<file path="config.mk">
export PLATFORM = sky130hd
export DESIGN_NAME = loadExtract
export DESIGN_NICKNAME = d
export VERILOG_FILES = /design/src/accessPkg.sv /design/src/dataPkg.sv /design/src/loadExtract.sv
export VERILOG_INCLUDE_DIRS = /design/src /design/src/src
export SDC_FILE = /design/constraint.sdc
export NUM_CORES = 1
export LEC_CHECK = 0
export ABC_AREA = 1
export BUFFER_PORTS_ARGS = -buffer_cell sky130_fd_sc_hd__clkbuf_2
export CAP_MARGIN = 20
export CORE_UTILIZATION = 45
export DETAILED_ROUTE_END_ITERATION = 8
export MAX_ROUTING_LAYER = met4
export PLACE_DENSITY_LB_ADDON = 0.25
export SLEW_MARGIN = 30
export SYNTH_ARGS = -nofsm -noshare
export SYNTH_HDL_FRONTEND = slang
export SYNTH_SLANG_ARGS = --single-unit
</file>
<file path="constraint.sdc">
create_clock -name vclk -period 1.4
set_clock_uncertainty 0.05 [all_clocks]
set_input_delay 0.07 -clock vclk [all_inputs]
set_output_delay 0.07 -clock vclk [all_outputs]
set_load 0.01 [all_outputs]
</file>
<file path="src/memAccessSettings.svh">
// build-wide defaults; the RAM must fit inside the byte address space
`ifndef MEM_ACCESS_SETTINGS_SVH
`define MEM_ACCESS_SETTINGS_SVH

// default number of 64-bit words in the data RAM
`define MEM_DEPTH_WORDS 256

// byte address width seen at the request port
`define MEM_ADDR_BITS 16

`endif
</file>
<file path="src/accessPkg.sv">
// access type encoding; bit 2 of memOp selects zero extension and only matters for loads
package accessPkg;

    // {unsigned, size}
    typedef logic [2:0] memOpT;

    typedef logic [1:0] accessSizeT;

    // byte position of the access inside its word
    typedef logic [2:0] byteOffsetT;

    // size field codes
    localparam accessSizeT sizeWord   = 2'b00;
    localparam accessSizeT sizeByte   = 2'b01;
    localparam accessSizeT sizeHalf   = 2'b10;
    localparam accessSizeT sizeDouble = 2'b11;

endpackage

</file>
<file path="src/dataPkg.sv">
// data path types; the data width is fixed at 64 bits with eight byte lanes
`include "memAccessSettings.svh"

package dataPkg;

    // one RAM word
    typedef logic [63:0] doubleWordT;

    typedef logic [`MEM_ADDR_BITS-1:0] byteAddrT;

    // one bit per byte lane, lane 0 is bits 7..0
    typedef logic [7:0] byteMaskT;

    // byte address with the low 3 bits dropped
    typedef logic [`MEM_ADDR_BITS-4:0] wordIndexT;

endpackage

</file>
<file path="src/loadExtract.sv">
// combinational; assumes the offset is aligned to the access size
`timescale 1ns/1ps

module loadExtract (
    input  accessPkg::memOpT      memOp,
    input  accessPkg::byteOffsetT offset,
    input  dataPkg::doubleWordT   ramRdata,
    output dataPkg::doubleWordT   loadData
);
    import accessPkg::*;
    import dataPkg::*;

    accessSizeT size;
    doubleWordT shifted;    // addressed lanes moved down to byte 0
    logic       signFill;
    logic       topBit;

    assign size     = memOp[1:0];
    assign shifted  = ramRdata >> {offset, 3'b000};
    assign signFill = ~memOp[2] & topBit;  // bit 2 set means zero extend

    // msb of the loaded value
    always_comb begin
        case (size)
            sizeByte: topBit = shifted[7];
            sizeHalf: topBit = shifted[15];
            sizeWord: topBit = shifted[31];
            default:  topBit = shifted[63];
        endcase
    end

    always_comb begin
        case (size)
            sizeByte: begin
                loadData = {{56{signFill}}, shifted[7:0]};
            end
            sizeHalf: begin
                loadData = {{48{signFill}}, shifted[15:0]};
            end
            sizeWord: begin
                loadData = {{32{signFill}}, shifted[31:0]};
            end
            default: begin
                // 3'b011 and 3'b111 give the same full word
                loadData = shifted;
            end
        endcase
    end

endmodule

</file>
==> results of run 1 <==
## cell usage after synthesis
cell	count
nand3_1	50
nand2_1	189
buf_1	3
buf_6	3
o31ai_1	1
nand3_2	2
nand4_2	1
inv_1	23
a31oi_1	2
nor2_1	16
mux2i_1	6
inv_2	3
o21ai_0	59
nand2_2	1
nand4_4	1
buf_4	4
clkbuf_1	17
o21ai_1	22
o211ai_1	15
a21oi_1	12
o22ai_1	2
a21boi_0	1
buf_2	12
## critical path: cells and delay by family
family / cells / cell delay, ns
and+or+nand+nor: 6 / 0.66
buffers and inverters: 4 / 0.65
AOI/OAI and AO/OA: 1 / 0.06
## power by group through the flow
| stage | combinational [mW] | clock (mW) | sequential [mW] |
|---|---|---|---|
| global placement | 1.12 | 0 | 0 |
| global route | 1.65 | 0 | 0 |
| CTS | 1.23 | 0 | 0 |
| floorplan | 0.648 | 0 | 0 |
| finish | 1.56 | 0 | 0 |
| detailed placement | 1.14 | 0 | 0 |
## routing by layer
layer,routed length [µm],global-route usage,vias to the layer above
met5,0,-,-
li1,-,-,1788
met2,5090,0.593,370
met3,1130,0.0189,106
met4,745,0.118,0
met1,3830,0.458,1706
## area by class of cell
type / count / area, µm²
Tap cell: 52 / 65.1
Multi-Input combinational cell: 380 / 2160
Inverter: 26 / 115
Timing Repair Buffer: 186 / 1400
Fill cell: 266 / 647
## what timing repair did
item                                   4_1_cts  5_1_grt
setup buffers                                2        3
resized for setup                           66      158
pin swaps                                    5       17
setup endpoints to repair                   59       63
cloned                                       1        2
endpoints found under the hold margin        0        0
## how the worst max path moves through the flow
stage | cells past startpoint | slack, ns | endpoint | from
2_1_floorplan | 9 | 0.09 | loadData[32] | offset[2]
3_5_place_dp | 12 | -0.24 | loadData[50] | offset[0]
4_1_cts | 11 | -0.05 | loadData[11] | offset[0]
3_3_place_gp | 13 | -0.15 | loadData[13] | offset[0]
5_1_grt | 11 | -0.20 | loadData[9] | offset[0]
6_report | 11 | -0.16 | loadData[55] | offset[0]
## logic make-up after synthesis
group	Yosys count	share of synthesized area
multiplexers	6	0.0292
AND/OR/NAND/NOR	260	0.526
AO/OA/AOI/OAI	114	0.301
buffers and inverters	65	0.144
## through the flow
stage          utilization  hold slack, ns
2_1_floorplan            -           0.258
3_5_place_dp         0.682           0.465
3_3_place_gp         0.682           0.469
6_report             0.852           0.511
5_1_grt              0.852           0.521
4_1_cts              0.738           0.466
==> impl_metrics.tcl, run 1 <==
set metrics [dict create \
    report.final.slew_viol_count 0 \
    setup_tns_ns -5.64 \
    wl_per_cell_um 16.8 \
    grt_pass1_vias 3281 \
    maxCapViolations 0 \
    ios 134 \
    synthTopCellsByArea "nand2_1, o21ai_0, nand3_1, o211ai_1, o21ai_1" \
    relSlewSlack 0.748 \
    fmax_mhz 642 \
    p_total_mw 1.56 \
    drt_iter0_drc 526 \
    setup_viol 57 \
    synthCells 445 \
    end_kind "output port" \
    die_w_um 69.6 \
    ys_warn_count 0 \
    hold_path_class "in -> out" \
    pwr_density_cell_nw_per_um2 416 \
    place.gp.congestion 0.935 \
    dieArea_um2 4840 \
    antenna_found_initial 0 \
    path_class "in -> out" \
    ir_drop_mv 0.252 \
    layout_common_cells "nand2_1, clkbuf_2, o21ai_0" \
    drcViolationCount 0 \
    ys_seq_area_frac 0 \
    synth_nets 515 \
    clkbuf_count 0 \
    p_int_mw 0.683 \
    p_seq_frac 0 \
    crit_required_ns 1.28 \
    clock_power_share 0 \
    max_stage_delay_ns 0.20 \
    min_period_over_period 1.11 \
    via_count 3970 \
    critPathArrivalTime_ns 1.44 \
    postCtsHoldBufs 0 \
    p_sw_frac 0.561 \
    core_area_um2 4380 \
    rsz0062_at_grt "true" \
    vias_per_cell 6.16 \
    start_kind "primary input" \
    fin_cells 644 \
    drt_pass1_iterations 5 \
    p_leak_nw 2.08 \
    setup_ws_ns -0.159 \
    netlist_area_um2 2050 \
    die_h_um 69.6 \
    min_from "ramRdata[61]" \
    final_area_um2 3740 \
    grt_pass1_wl_um 14200 \
    grt_max_degree 31 \
    synth_area_leader_cell "nand2_1" \
    num_rows 24 \
    crit_chain "clkbuf_16, buf_16, nand2_4, nand3_2, nand3_2, nand3_2, nand3_4, nand3_4, buf_12, o21ai_2, buf_2" \
    cpMaxStageDelayCell "buf_12" \
    layout_commonest_cell "nand2_1" \
    crit_fanout 8 \
    nets 664 \
    overflow 0 \
    wl_um 10800 \
    min_period_ns 1.56 \
    seq_cell_count 0 \
    tightest_slew_ns 0.373 \
    yosysUniqueCellTypes 23 \
    yosys.area.top_type_share 0.345 \
    diodes 0 \
    pre_cts_ws_ns -0.237 \
    grtUsageTotal 0.356 \
    hpwl_um 6290 \
    seq_area_um2 0 \
    ant_nets 0 \
    crit_top_cell "nand3_2" \
    violations "negative setup slack" \
    status "complete, but fails checks" \
    io_buffers 134 \
    power_switching_mw 0.873 \
    placed_cell_area_um2 2990 \
    dpl.cell_count 637 \
    synthToLayoutAreaGrowth_pct 81.9 \
    start_util 0.469 \
    min_to "loadData[61]" \
    drive_gt1_frac 0.470 \
    min_path_cells 4 \
    syn_area_per_cell_um2 4.62 \
    combinationalPowerShare 1.000 \
    finalHoldViolCount 0 \
]
Power figures use the tool's default switching activity.
==> inputs of run 2 (changes only) <==
Settings changed: ABC_AREA 1 to unset, CORE_MARGIN set to 4, CORE_UTILIZATION 45 to 46.
==> run 2 against run 1 <==
  * Worst setup slack worse by 0.40 ns
  * Die area up 19%
  * Routed wire length up 8.7%
  * Fmax down 20%
  * First-iteration DRC count down 7.6%
  * The flow still finishes with violations (negative setup slack)
  * Sequential cell count unchanged
  * Largest cell class unchanged
  * Power up 13%
  * Critical path type unchanged
==> impl_metrics.tcl, run 2 <==
set metrics [dict create \
    synth_common_cells "nand2_1, mux2i_1, a21oi_1" \
    dieArea_um2 5770 \
    violations "negative setup slack" \
    start_util 0.481 \
    via_count 3670 \
    crit_top_cell "clkbuf_16" \
    setup_viol 62 \
    antenna_found_initial 0 \
    final_util 0.882 \
    die_w_um 76.0 \
    core_area_um2 4410 \
    pre_cts_ws_ns -0.499 \
    ir_drop_mv 0.267 \
    synth_area_leader_cell "mux2i_1" \
    grt_pass1_wl_um 14700 \
    vias_per_cell 6.57 \
    drt_pass1_iterations 6 \
    ios 134 \
    crit_buf_inv 4 \
    yosysUniqueCellTypes 32 \
    pwr_density_cell_nw_per_um2 450 \
    hold_path_class "in -> out" \
    final_area_um2 3890 \
    min_period_ns 1.96 \
    crit_chain "clkbuf_16, mux2_4, buf_4, o31a_1, nand4_1, o311a_4, clkbuf_16, nand2_1, clkbuf_2" \
    rsz0062_at_grt "true" \
    drive_gt1_frac 0.568 \
    postCtsHoldBufs 0 \
    wl_per_cell_um 21.0 \
    p_leak_nw 2.02 \
    ys_seq_area_frac 0 \
    path_delay_family "buffers and inverters" \
    drcViolationCount 0 \
    placed_cell_area_um2 3190 \
    layout_common_cells "clkbuf_2, nand2_1, buf_4" \
    synthToLayoutAreaGrowth_pct 83.2 \
    overflow 0 \
    relSlewSlack 0.682 \
    synth_most_common_cell "nand2_1" \
    netlist_area_um2 2120 \
    crit_fanout 7 \
    finalHoldViolCount 0 \
    p_total_mw 1.75 \
    hpwl_um 6510 \
    drt_iter0_drc 486 \
    nets 579 \
    min_period_over_period 1.40 \
    grt_max_degree 25 \
    status "complete, but fails checks" \
    synthCells 320 \
    tightest_slew_ns 0.477 \
    whs_ns 0.427 \
    clkbuf_count 0 \
    synthTopCellsByArea "mux2i_1, nand2_1, mux4_2, mux2_2, a21oi_1" \
    fmax_mhz 511 \
    seq_area_um2 0 \
    io_buffers 134 \
    cpMaxStageDelayCell "o311a_4" \
    num_rows 24 \
    seq_cell_count 0 \
    place.gp.congestion 0.953 \
    critPathArrivalTime_ns 1.84 \
    crit_required_ns 1.28 \
    ys_warn_count 0 \
    syn_area_per_cell_um2 6.64 \
    die_h_um 76.0 \
    end_kind "output port" \
    max_stage_delay_ns 0.33 \
    diodes 0 \
    maxCapViolations 0 \
    setup_ws_ns -0.556 \
    start_kind "primary input" \
    report.final.slew_viol_count 0 \
    yosys.area.top_type_share 0.170 \
    ant_nets 0 \
    grt_pass1_vias 3062 \
    synth_nets 390 \
    layout_commonest_cell "clkbuf_2" \
    path_class "in -> out" \
    wl_um 11700 \
    grtUsageTotal 0.301 \
]
[run 2: final timing paths]
kind                      from           end  slack, ns  depth (start not counted)
setup / recovery     offset[1]  loadData[57]      -0.56                          9
hold / removal    ramRdata[56]  loadData[56]       0.43                          4
[run 2: cell type report]
class              instances  area (µm²)
inverters                  4        15.0
fillers                  221         522
multi-input cells        287        2170
repair buffers           216        1640
well taps                 52        65.1
[run 2: metrics by stage]
| stage | cells | setup TNS [ns] |
|---|---|---|
| final | 559 | -26.27 |
| after global placement | 536 | -24.50 |
| after CTS | 546 | -21.98 |
| after global routing | 559 | -28.68 |
| after detailed placement | 536 | -25.69 |
| after floorplan | 320 | -8.93 |
[run 2: kinds of logic (layout without fill, tap and decap cells)]
| family | Yosys count | count (layout) | synth area share |
|---|---|---|---|
| XOR/XNOR | 1 | 1 | 0.00412 |
| AND/OR/NAND/NOR | 134 | 134 | 0.263 |
| AO/OA/AOI/OAI | 84 | 84 | 0.225 |
| buffers and inverters | 33 | 220 | 0.0907 |
| multiplexers | 68 | 68 | 0.417 |
[run 2: worst min-delay path, stage by stage]
cell      delay [ns]
clkbuf_2        0.11
nand2_1         0.06
nand2_1         0.05
clkbuf_2        0.12
[run 2: power breakdown]
part / internal [mW] / switching (mW)
registers: 0 / 0
logic: 0.859 / 0.895
clock network: 0 / 0
[run 2: timing repair]
item                                   in CTS  in global routing
setup endpoints to repair                  63                 64
resized for setup                          24                 86
buffers inserted                            7                 10
pin swaps                                  11                  3
cloned                                      4                  3
endpoints found under the hold margin       0                  0
[run 2: metal layers]
metal | wire, µm | global-route usage | share of wire | up-vias
li1 | - | - | - | 1539
met1 | 3950 | 0.386 | 0.34 | 1650
met2 | 5700 | 0.514 | 0.49 | 380
met3 | 1380 | 0.0308 | 0.12 | 101
met4 | 707 | 0.0587 | 0.060 | 0
met5 | 0 | - | 0 | -
