`src/memAccessSettings.svh`:
```
// build-wide defaults; the RAM must fit inside the byte address space
`ifndef MEM_ACCESS_SETTINGS_SVH
`define MEM_ACCESS_SETTINGS_SVH

// default number of 64-bit words in the data RAM
`define MEM_DEPTH_WORDS 256

// byte address width seen at the request port
`define MEM_ADDR_BITS 16

`endif
```
`src/accessPkg.sv`:
```
// access type encoding; bit 2 of memOp selects zero extension and only matters for loads
package accessPkg;

    // {unsigned, size}
    typedef logic [2:0] memOpT;

    typedef logic [1:0] accessSizeT;

    // byte position of the access inside its word
    typedef logic [2:0] byteOffsetT;

    // size field codes
    localparam accessSizeT sizeWord   = 2'b00;
    localparam accessSizeT sizeByte   = 2'b01;
    localparam accessSizeT sizeHalf   = 2'b10;
    localparam accessSizeT sizeDouble = 2'b11;

endpackage

```
`src/dataPkg.sv`:
```
// data path types; the data width is fixed at 64 bits with eight byte lanes
`include "memAccessSettings.svh"

package dataPkg;

    // one RAM word
    typedef logic [63:0] doubleWordT;

    typedef logic [`MEM_ADDR_BITS-1:0] byteAddrT;

    // one bit per byte lane, lane 0 is bits 7..0
    typedef logic [7:0] byteMaskT;

    // byte address with the low 3 bits dropped
    typedef logic [`MEM_ADDR_BITS-4:0] wordIndexT;

endpackage

```
`src/accessCtrl.sv`:
```
// one request at a time; ack comes 3 cycles after req and holds until req drops
`timescale 1ns/1ps

module accessCtrl (
    input  logic                  clk,
    input  logic                  reset,
    input  logic                  req,
    output logic                  ack,
    input  accessPkg::memOpT      memOp,
    input  dataPkg::byteAddrT     addr,
    input  logic                  wen,
    output accessPkg::memOpT      latchedOp,
    output accessPkg::byteOffsetT offset,
    output dataPkg::wordIndexT    wordIdx,
    output logic                  ramEn,
    output logic                  ramWen,
    input  dataPkg::doubleWordT   loadData,
    output dataPkg::doubleWordT   rdata
);
    import accessPkg::*;
    import dataPkg::*;

    typedef enum logic [2:0] {
        stIdle,
        stAccess,   // RAM enabled this cycle
        stCapture,  // RAM word valid
        stDone,     // ack high until req drops
        stRelease
    } ctrlStateT;

    ctrlStateT state;
    logic      latchedWen;

    always_ff @(posedge clk) begin
        if (reset) begin
            state  <= stIdle;
            ack    <= 1'b0;
            ramEn  <= 1'b0;
            ramWen <= 1'b0;
            rdata  <= '0;
        end else begin
            case (state)
                stIdle: begin
                    if (req) begin
                        ramEn  <= 1'b1;
                        ramWen <= wen;
                        state  <= stAccess;
                    end
                end
                stAccess: begin
                    ramEn  <= 1'b0;  // single cycle pulse
                    ramWen <= 1'b0;
                    state  <= stCapture;
                end
                stCapture: begin
                    ack <= 1'b1;
                    if (!latchedWen) begin
                        rdata <= loadData;
                    end
                    state <= stDone;
                end
                stDone: begin
                    if (!req) begin
                        state <= stRelease;
                    end
                end
                stRelease: begin
                    ack   <= 1'b0;
                    state <= stIdle;
                end
                default: state <= stIdle;
            endcase
        end
    end

    // request fields, taken once per transaction
    always_ff @(posedge clk) begin
        if (state == stIdle && req) begin
            latchedOp  <= memOp;
            offset     <= addr[2:0];
            wordIdx    <= wordIndexT'(addr >> 3);
            latchedWen <= wen;
        end
    end

    // requester may not drop req before ack arrives
    ackNeedsReq: assert property (@(posedge clk) disable iff (reset)
        (!req && !ack) |=> !ack)
        else $error("ack raised while req was low");

    reqFieldsStable: assert property (@(posedge clk) disable iff (reset)
        (req && !ack) |=> (!req || ($stable(memOp) && $stable(addr) && $stable(wen))))
        else $error("request fields changed before ack");

endmodule

```
`config.mk`:
```
export PLATFORM = sky130hd
export DESIGN_NAME = accessCtrl
export DESIGN_NICKNAME = d
export VERILOG_FILES = /design/src/accessPkg.sv /design/src/dataPkg.sv /design/src/accessCtrl.sv
export VERILOG_INCLUDE_DIRS = /design/src /design/src/src
export SDC_FILE = /design/constraint.sdc
export NUM_CORES = 1
export LEC_CHECK = 0
export ABC_AREA = 1
export BUFFER_PORTS_ARGS = -buffer_cell sky130_fd_sc_hd__clkbuf_2
export CAP_MARGIN = 10
export CORE_ASPECT_RATIO = 0.7
export CORE_UTILIZATION = 30
export CTS_BUF_LIST = sky130_fd_sc_hd__clkbuf_8
export CTS_CLUSTER_DIAMETER = 30
export DETAILED_ROUTE_END_ITERATION = 16
export PLACE_DENSITY = 0.61
export SLEW_MARGIN = 20
export SYNTH_ARGS = -nofsm -noshare
export SYNTH_HDL_FRONTEND = slang
export SYNTH_SLANG_ARGS = --single-unit
```
`constraint.sdc`:
```
create_clock -name clk -period 4.6 [get_ports clk]
set_clock_uncertainty 0.1 [all_clocks]
set_input_delay 0.46 -clock clk [delete_from_list [all_inputs] [get_ports clk]]
set_output_delay 0.46 -clock clk [all_outputs]
set_load 0.1 [all_outputs]
```
==> flow_summary.yaml, run 1 <==
setup_path:
  start_kind: "register"
  reg2reg_depth: 4
  arrival_ns: 2.11
  crit_path_end_kind: "register"
  path_max_fanout: 64
  rrSetupSlack_ns: 2.68
  rr_startpoint: "latchedWen$_DFFE_PP_"
  critPathKind: "reg -> reg"
  cp.required_ns: 4.79
  r2r-end: "rdata[59]$_SDFFE_PP0P_"
logic_synthesis:
  netlist_instances: 473
  avgSynthCellArea_um2: 7.91
  yosysUniqueCellTypes: 19
  synth_seq_cells: 90
  ys_warn_count: 0
  syn_area_um2: 3740
  syn_nets: 560
  yosysSeqAreaShare: 0.535
clock_network:
  post-cts-setup-buffers: 0
  worstSkewPairLatency_ns: 0.35
  ctsResizeCount: 0
  cts_buffer_depth: 2
  cts_tree: "yes"
  cts_buffers: 9
  clk_pin_slew_ns: 0.09
  cts_max_level: 3
  clock-sinks: 90
  cts_root_buffer: "clkbuf_8"
  ctsHoldBuffers: 0
power_and_ir_drop:
  ir_worst_vdd_mv: 0.184
  leakagePower_nw: 2.48
  p_per_area_nw_per_um2: 423
detailed_routing:
  drtIter0Drc: 174
  drc: 0
  drt_wl_total_mm: 9.18
  drtAntennaViolNets: 0
  wl_per_cell_um: 11.7
  dr.pass1.iters: 4
  num_vias: 3395
  routed_via_density: 4.31
floorplanning:
  ios: 173
  fp-row-count: 33
  core_area_um2: 11900
  die_width_um: 135
  dieArea_um2: 12900
  start_util: 0.314
  die_height_um: 95.4
worst_hold_path:
  hold_start: "addr[1]"
  hold_path.class: "in -> reg"
  holdPathStages: 1
  hold_path_end: "offset[1]$_DFFE_PP_"
place:
  gp_congestion: 0.819
  place_hpwl_mm: 6.08
  portBuffers: 172
finish:
  regArea_um2: 2000
  multi_input_area_um2: 1250
  nets: 712
  area_delta_synth_final_pct: 28.6
  drive_gt1_frac: 0.310
  utilization: 0.403
  fillers: 1232
  diodes: 0
sta:
  slew_violations: 0
  hold_viol: 0
  worst-slew-pin-transition_ns: 0.903
  setup-tns-final_ns: 0
  min_period_ns: 1.92
  setup_viol: 0
  max_freq_mhz: 521
  maxSlewHeadroom: 0.398
  rsz0062_at_grt: "false"
  fin_crit_sh: 0.417
grt:
  grt_max_degree: 67
  grt_pass1_wl_mm: 14.6
  antenna_found_initial: 0
  grt_pass1_vias: 3030
  grt_usage: 0.146
  overflow: 0
status:
  status: "finished, final reports clean"
job:
  cap_viol_max_count: 0
==> worst max-delay path by stage <==
| stage | from | end | slack, ns | cells after the start |
|---|---|---|---|---|
| finish | latchedWen$_DFFE_PP_ | rdata[59]$_SDFFE_PP0P_ | 2.68 | 4 |
| global route | latchedWen$_DFFE_PP_ | rdata[61]$_SDFFE_PP0P_ | 2.45 | 4 |
| CTS | state[0]$_SDFFE_PP0P_ | wordIdx[7]$_DFFE_PP_ | 2.69 | 3 |
| detailed placement | reset | state[0]$_SDFFE_PP0P_ | 2.57 | 4 |
| global placement | reset | state[1]$_SDFFE_PP0P_ | 2.65 | 4 |
| floorplan | req | latchedOp[0]$_DFFE_PP_ | 3.03 | 4 |
==> critical path: stages, from the launching register on <==
cell and delay (ns):
edfxtp_1 0.47, clkinv_2 0.70, nand4_1 0.35, nand2_1 0.07, nor2_1 0.12
==> layer usage <==
metal / part of all wire / GRT usage
met5: 0 / 0
met4: 0.0069 / 0.0309
met3: 0.093 / 0.0579
met2: 0.42 / 0.232
met1: 0.48 / 0.187
==> logic make-up (layout without fill, tap and decap cells) <==
logic type / count (synthesis) / count (layout) / share of synthesized area
buffers and inverters: 104 / 261 / 0.132
flip-flops: 90 / 90 / 0.535
AO/OA/AOI/OAI: 3 / 3 / 0.00401
AND/OR/NAND/NOR: 276 / 276 / 0.328
==> per-stage QoR <==
stage	cell area, µm²	total power (W)	worst slack [ns]	hold WS, ns	cells
floorplan	3740	0.00137	3.03	0.398	473
global placement	4590	0.00147	2.65	0.354	771
detailed placement	4590	0.00147	2.57	0.350	771
CTS	4810	0.00207	2.69	0.147	787
global route	4810	0.00214	2.45	0.130	787
finish	4810	0.00204	2.68	0.177	787
==> Yosys cell counts <==
library cell | n | area (µm²)
buf_6 | 11 | 124
inv_2 | 3 | 11.3
buf_4 | 2 | 15.0
buf_2 | 12 | 60.1
a21oi_1 | 3 | 15.0
dfxtp_1 | 70 | 1400
nand4_1 | 64 | 400
nand2_1 | 72 | 270
clkbuf_1 | 2 | 7.51
buf_1 | 6 | 22.5
inv_1 | 68 | 255
nand3_1 | 2 | 10.0
nand3_2 | 1 | 10.0
nor2_8 | 1 | 20.0
edfxtp_1 | 20 | 601
nor2_2 | 1 | 6.26
nor3_1 | 1 | 5.00
nor2_1 | 133 | 499
nor3b_1 | 1 | 7.51
==> cell usage in the layout, fill, tap and decap left out <==
master,count
clkbuf_2,172
nor2_1,133
nand2_1,72
dfxtp_1,70
inv_1,67
nand4_1,64
edfxtp_1,20
clkbuf_8,9
a21oi_1,3
clkinv_4,3
inv_2,2
clkinv_2,2
nand3_1,2
bufinv_16,2
clkinv_1,2
buf_4,2
nand3_2,1
nor2_8,1
nor2_4,1
nor3b_1,1
nor3_1,1
==> sequential cells by signal, summed over array words and instances, names as in the netlist <==
register	flops
ack	1
latchedOp	3
latchedWen	1
offset	3
ramEn	1
ramWen	1
rdata	64
state	3
wordIdx	13
==> final cells by class <==
type / instances / area share
sequential: 90 / 0.416
tap: 157 / 0.0408
inverter: 71 / 0.0559
clock inverter: 7 / 0.0195
timing repair buffer: 174 / 0.182
clock buffer: 9 / 0.0258
multi-input combinational: 279 / 0.260
==> power by group <==
part	switching, W	internal (W)	total (W)
Combinational	0.000465	0.0000986	0.000564
Sequential	0.0000257	0.000860	0.000886
Clock	0.000280	0.000305	0.000586
No activity file was read; power rests on OpenSTA's default activity.
==> run 2: changes to the inputs <==
--- a/config.mk
+++ b/config.mk
@@ -6,7 +6,7 @@
 export SDC_FILE = /design/constraint.sdc
 export NUM_CORES = 1
 export LEC_CHECK = 0
-export ABC_AREA = 1
+export ABC_AREA = 0
 export BUFFER_PORTS_ARGS = -buffer_cell sky130_fd_sc_hd__clkbuf_2
 export CAP_MARGIN = 10
 export CORE_ASPECT_RATIO = 0.7
@@ -14,7 +14,7 @@
 export CTS_BUF_LIST = sky130_fd_sc_hd__clkbuf_8
 export CTS_CLUSTER_DIAMETER = 30
 export DETAILED_ROUTE_END_ITERATION = 16
-export PLACE_DENSITY = 0.61
+export PLACE_DENSITY = 0.66
 export SLEW_MARGIN = 20
 export SYNTH_ARGS = -nofsm -noshare
 export SYNTH_HDL_FRONTEND = slang
==> constraint.sdc (replaced) <==
create_clock -name clk -period 1.67 [get_ports clk]
set_clock_uncertainty 0.1 [all_clocks]
set_input_delay 0.167 -clock clk [delete_from_list [all_inputs] [get_ports clk]]
set_output_delay 0.167 -clock clk [all_outputs]
set_load 0.1 [all_outputs]
==> flow_summary.yaml, run 2 <==
sta:
  hold_viol: 0
  max_freq_mhz: 603
  rsz0062_at_grt: "true"
  maxSlewHeadroom: 0.629
  slew_violations: 0
  setup_viol: 0
  final.hold.worst_slack_ns: 0.237
  worst-slew-pin-transition_ns: 0.558
  min_period_ns: 1.66
  fin_crit_sh: 0.992
finish:
  fillers: 864
  drive_gt1_frac: 0.351
  final_cells: 720
  layout_commonest_cell: "clkbuf_2"
  area_delta_synth_final_pct: 68.1
  reg.largest.list: "rdata (64), wordIdx (13)"
  largest_reg_flops: 64
  nets: 674
  mostFrequentLayoutCells: "clkbuf_2 (172), nand2_1 (127), dlygate4sd3_1 (85), dfxtp_1 (70), a21oi_1 (66)"
  top_register: "rdata"
  diodes: 0
grt:
  overflow: 0
  grt_usage: 0.156
  grt_pass1_vias: 2898
  grt_pass1_wl_mm: 13.0
  antenna_found_initial: 0
  grt_max_degree: 34
logic_synthesis:
  yosysUniqueCellTypes: 21
  syn_area_um2: 3120
  synth.largest_area_cell: "dfxtp_1"
  yosysMostFrequentCell: "nand2_1"
  yosysSeqAreaShare: 0.641
  avgSynthCellArea_um2: 9.52
  synthFlopType: "dfxtp_1"
  synth.area.top_cells: "dfxtp_1 (45%), edfxtp_1 (19%), nand2_1 (16%), a21oi_1 (11%), buf_8 (2.9%)"
  synth_seq_cells: 90
  synth-edff-count: 20
  syn_nets: 415
  async_flop_share: 0
  ys_warn_count: 0
  netlist_instances: 328
  synth_common_cells: "nand2_1 (129), dfxtp_1 (70), a21oi_1 (67)"
  yosysTopAreaCellShare: 0.449
setup_path:
  crit_path_end_kind: "register"
  startpoint: "latchedWen$_DFFE_PP_"
  worst-path-buf-inv: 3
  start_kind: "register"
  rr_startpoint: "latchedWen$_DFFE_PP_"
  cp.required_ns: 1.84
  arrival_ns: 1.83
  reg2reg_depth: 6
  critPathKind: "reg -> reg"
  crit_chain: "buf_4 -> nor4b_4 -> buf_4 -> buf_12 -> nand2_1 -> a21oi_1"
  critPathMaxStageDelay_ns: 0.39
  crit_top_cell: "buf_4"
  r2r-end: "rdata[25]$_SDFFE_PP0P_"
  rrSetupSlack_ns: 0.01
  path_max_fanout: 16
  worst_path_max_delay_cell: "edfxtp_1"
  crit_family: "buffers and inverters"
clock_network:
  worstSkewPairLatency_ns: 0.35
  cts_buffer_depth: 2
  cts_buffers: 9
  cts_root_buffer: "clkbuf_8"
  clk_pin_slew_ns: 0.09
  cts_tree: "yes"
  cts_max_level: 3
  clock-sinks: 90
floorplanning:
  dieArea_um2: 10800
  core_area_um2: 9910
  ios: 173
  start_util: 0.315
  die_width_um: 124
  fp-row-count: 30
  die_height_um: 87.3
worst_hold_path:
  hold_path_end: "ramWen$_SDFFE_PP0P_"
  hold_start: "reset"
  holdPathStages: 2
  hold_path.class: "in -> reg"
detailed_routing:
  drtAntennaViolNets: 0
  drtIter0Drc: 100
  routed_via_density: 4.33
  drt_wl_total_mm: 8.81
  drc: 0
  wl_per_cell_um: 12.2
  num_vias: 3117
  dr.pass1.iters: 4
place:
  place_hpwl_mm: 5.36
  placed_cells: 616
  gp_congestion: 0.668
  portBuffers: 172
power_and_ir_drop:
  leakagePower_nw: 2.27
  ir_worst_vdd_mv: 0.562
  p_per_area_nw_per_um2: 972
status:
  status: "finished, final reports clean"
job:
  cap_viol_max_count: 0
run 2: cell types whose count changed after synthesis, sizes merged, moves of 15 or more:
cell,previous run,this run
buf,31,16
nand4,64,0
nand2,72,130
nor2,135,4
a21oi,3,67
inv,71,1
run 2: worst max-delay path by stage:
stage                                   endpoint  slack (ns)  cells past startpoint
after floorplan           latchedOp[0]$_DFFE_PP_       -0.09                      2
after global placement    rdata[14]$_SDFFE_PP0P_        0.01                      4
after detailed placement  rdata[17]$_SDFFE_PP0P_       -0.03                      4
after CTS                 rdata[56]$_SDFFE_PP0P_       0.008                      4
after global routing      rdata[52]$_SDFFE_PP0P_       -0.03                      6
final                     rdata[25]$_SDFFE_PP0P_        0.01                      6
run 2: layout make-up:
class	instances	area, µm²	share of cell area
clock buffer	9	124	0.0236
clock inverter	7	62.6	0.0119
inverter	1	3.75	0.000715
multi-input combinational	212	971	0.185
sequential	90	2000	0.381
tap	128	160	0.0305
timing repair buffer	273	1930	0.367
run 2: kinds of logic after synthesis:
group / share of synthesized area
DFF: 0.641
adders and majority gates: 0.00321
buffers and inverters: 0.0613
and+or+nand+nor: 0.179
AOI/OAI and AO/OA: 0.115
run 2: power breakdown:
| part | switching [W] | internal [W] |
|---|---|---|
| clock | 0.000722 | 0.000676 |
| sequential | 0.0000453 | 0.00233 |
| combinational | 0.000950 | 0.000372 |
run 2: layer usage:
| layer | vias to the layer above | global-route usage | part of all wire |
|---|---|---|---|
| met5 | - | 0 | 0 |
| met4 | 0 | 0.0519 | 0.0095 |
| met3 | 10 | 0.0589 | 0.076 |
| met2 | 118 | 0.268 | 0.48 |
| met1 | 1400 | 0.179 | 0.43 |
| li1 | 1589 | - | - |
run 2: worst register-to-register path: stages, from the launching register on:
cell      delay (ns)
edfxtp_1        0.39
buf_4           0.15
nor4b_4         0.39
buf_4           0.21
buf_12          0.15
nand2_1         0.07
a21oi_1         0.12
run 2: metrics by stage:
stage | worst slack, ns | utilization | setup TNS, ns | area [µm²] | total power (W)
6_report | 0.0128 | 0.530 | 0 | 5250 | 0.00510
5_1_grt | -0.0348 | 0.530 | -0.315 | 5250 | 0.00533
4_1_cts | 0.00829 | 0.520 | 0 | 5150 | 0.00514
3_5_place_dp | -0.0277 | 0.415 | -0.0816 | 4110 | 0.00356
3_3_place_gp | 0.0134 | 0.415 | 0 | 4110 | 0.00355
2_1_floorplan | -0.0903 | - | -1.81 | 3150 | 0.00332
run 2: what timing repair did:
item,in CTS,in global routing
setup endpoints to repair,31,64
pin swaps,0,1
buffers inserted,0,2
hold buffers,85,0
gates resized for setup,1,20
hold endpoints to repair,86,0
cloned,0,1
==> run 3: changes to the inputs <==
--- a/config.mk
+++ b/config.mk
@@ -14,7 +14,8 @@
 export CTS_BUF_LIST = sky130_fd_sc_hd__clkbuf_8
 export CTS_CLUSTER_DIAMETER = 30
 export DETAILED_ROUTE_END_ITERATION = 16
-export PLACE_DENSITY = 0.66
+export MAX_ROUTING_LAYER = met4
+export PLACE_DENSITY = 0.64
 export SLEW_MARGIN = 20
 export SYNTH_ARGS = -nofsm -noshare
 export SYNTH_HDL_FRONTEND = slang
==> constraint.sdc (replaced) <==
create_clock -name clk -period 2.1 [get_ports clk]
set_clock_uncertainty 0.1 [all_clocks]
set_input_delay 0.21 -clock clk [delete_from_list [all_inputs] [get_ports clk]]
set_output_delay 0.21 -clock clk [all_outputs]
set_load 0.1 [all_outputs]
==> flow_summary.yaml, run 3 (same netlist as run 2, synthesis figures left out) <==
finish:
  largest_reg_flops: 64
  area_delta_synth_final_pct: 63.3
  layout_commonest_cell: "clkbuf_2"
  top_register: "rdata"
  diodes: 0
  final_cells: 711
  nets: 665
  mostFrequentLayoutCells: "clkbuf_2 (172), nand2_1 (129), dlygate4sd3_1 (85), dfxtp_1 (70), a21oi_1 (67)"
  drive_gt1_frac: 0.340
  reg.largest.list: "rdata (64), wordIdx (13)"
detailed_routing:
  drtIter0Drc: 112
  drt_wl_total_mm: 8.83
  routed_via_density: 4.32
  drtAntennaViolNets: 0
  num_vias: 3073
  drc: 0
  wl_per_cell_um: 12.4
  dr.pass1.iters: 6
setup_path:
  rr_startpoint: "state[2]$_SDFFE_PP0P_"
  start_kind: "register"
  r2r-end: "rdata[32]$_SDFFE_PP0P_"
  startpoint: "state[2]$_SDFFE_PP0P_"
  setup.worst_path.end: "rdata[32]$_SDFFE_PP0P_"
  arrival_ns: 1.99
  rrSetupSlack_ns: 0.22
  path_max_fanout: 39
  cp.required_ns: 2.22
  crit_path_end_kind: "register"
  critPathKind: "reg -> reg"
  reg2reg_depth: 4
clock_network:
  worstSkewPairLatency_ns: 0.35
  clk_pin_slew_ns: 0.09
  cts_root_buffer: "clkbuf_8"
  cts_buffers: 9
  cts_max_level: 3
  clock-sinks: 90
  cts_tree: "yes"
  cts_buffer_depth: 2
sta:
  hold_viol: 0
  min_period_ns: 1.88
  setup-tns-final_ns: 0
  final.hold.worst_slack_ns: 0.343
  fin_crit_sh: 0.893
  setup_viol: 0
  rsz0062_at_grt: "false"
  worst-slew-pin-transition_ns: 0.597
  max_freq_mhz: 533
  maxSlewHeadroom: 0.602
  slew_violations: 0
grt:
  overflow: 0
  grt_pass1_vias: 2876
  grt_usage: 0.170
  grt_max_degree: 46
  antenna_found_initial: 0
  grt_pass1_wl_mm: 13.6
floorplanning:
  start_util: 0.315
  fp-row-count: 30
  dieArea_um2: 10800
  die_width_um: 124
  core_area_um2: 9910
  ios: 173
  die_height_um: 87.3
place:
  place_hpwl_mm: 5.56
  placed_cells: 610
  gp_congestion: 0.685
  portBuffers: 172
job:
  cap_viol_max_count: 0
power_and_ir_drop:
  p_per_area_nw_per_um2: 793
  leakagePower_nw: 2.20
  ir_worst_vdd_mv: 0.322
status:
  status: "finished, final reports clean"
worst_hold_path:
  hold_path.class: "in -> reg"
[run 3: cell types whose count changed in the layout (fill, tap and decap cells not counted), moves of 2 or more]
cell | previous run | this run
buf_12 | 6 | 2
buf_4 | 7 | 5
buf_8 | 2 | 0
nand2_1 | 127 | 129
nand2_2 | 3 | 1
[run 3: power by group]
group	total, W	internal [W]	switching [W]
combinational	0.00101	0.000264	0.000741
clock	0.00114	0.000550	0.000591
sequential	0.00190	0.00186	0.0000417
[run 3: cell type report]
class	instances	area [µm²]
clock buffers	9	124
clock inverters	7	70.1
flip-flops and latches	90	2000
repair buffers	264	1790
fillers	927	4810
well taps	128	160
inverters	1	3.75
multi-input cells	212	950
[run 3: layer usage]
| layer | track usage | wire length [µm] | vias up |
|---|---|---|---|
| met5 | - | 0 | - |
| met4 | 0.0628 | 148 | 0 |
| met3 | 0.0465 | 511 | 14 |
| met2 | 0.286 | 4360 | 102 |
| met1 | 0.194 | 3810 | 1383 |
| li1 | - | - | 1574 |
[run 3: how the worst min path moves through the flow]
stage | from | cells past startpoint | endpoint | slack (ns)
finish | reset | 2 | rdata[47]$_SDFFE_PP0P_ | 0.34
global route | reset | 2 | rdata[54]$_SDFFE_PP0P_ | 0.37
CTS | reset | 2 | rdata[47]$_SDFFE_PP0P_ | 0.32
detailed placement | addr[1] | 1 | offset[1]$_DFFE_PP_ | 0.29
global placement | addr[15] | 1 | wordIdx[12]$_DFFE_PP_ | 0.29
floorplan | req | 1 | state[2]$_SDFFE_PP0P_ | 0.19
[run 3: timing repair]
item / CTS / global route
hold buffers: 85 / 0
buffers inserted: 0 / 0
resized for setup: 0 / 0
endpoints found under the hold margin: 86 / 0
[run 3: worst max-delay path, stage by stage, from the launching register on]
cell and delay (ns):
dfxtp_1 0.43, or4b_2 0.72, buf_4 0.29, nand2_1 0.12
a21oi_1 0.08
[run 3: metrics by stage]
stage	total power (W)	utilization	setup WS, ns	instance area, µm²
floorplan	0.00264	-	0.339	3140
global placement	0.00281	0.409	0.289	4050
detailed placement	0.00282	0.409	0.247	4050
CTS	0.00412	0.515	0.243	5100
global route	0.00422	0.515	0.136	5100
finish	0.00404	0.515	0.225	5100
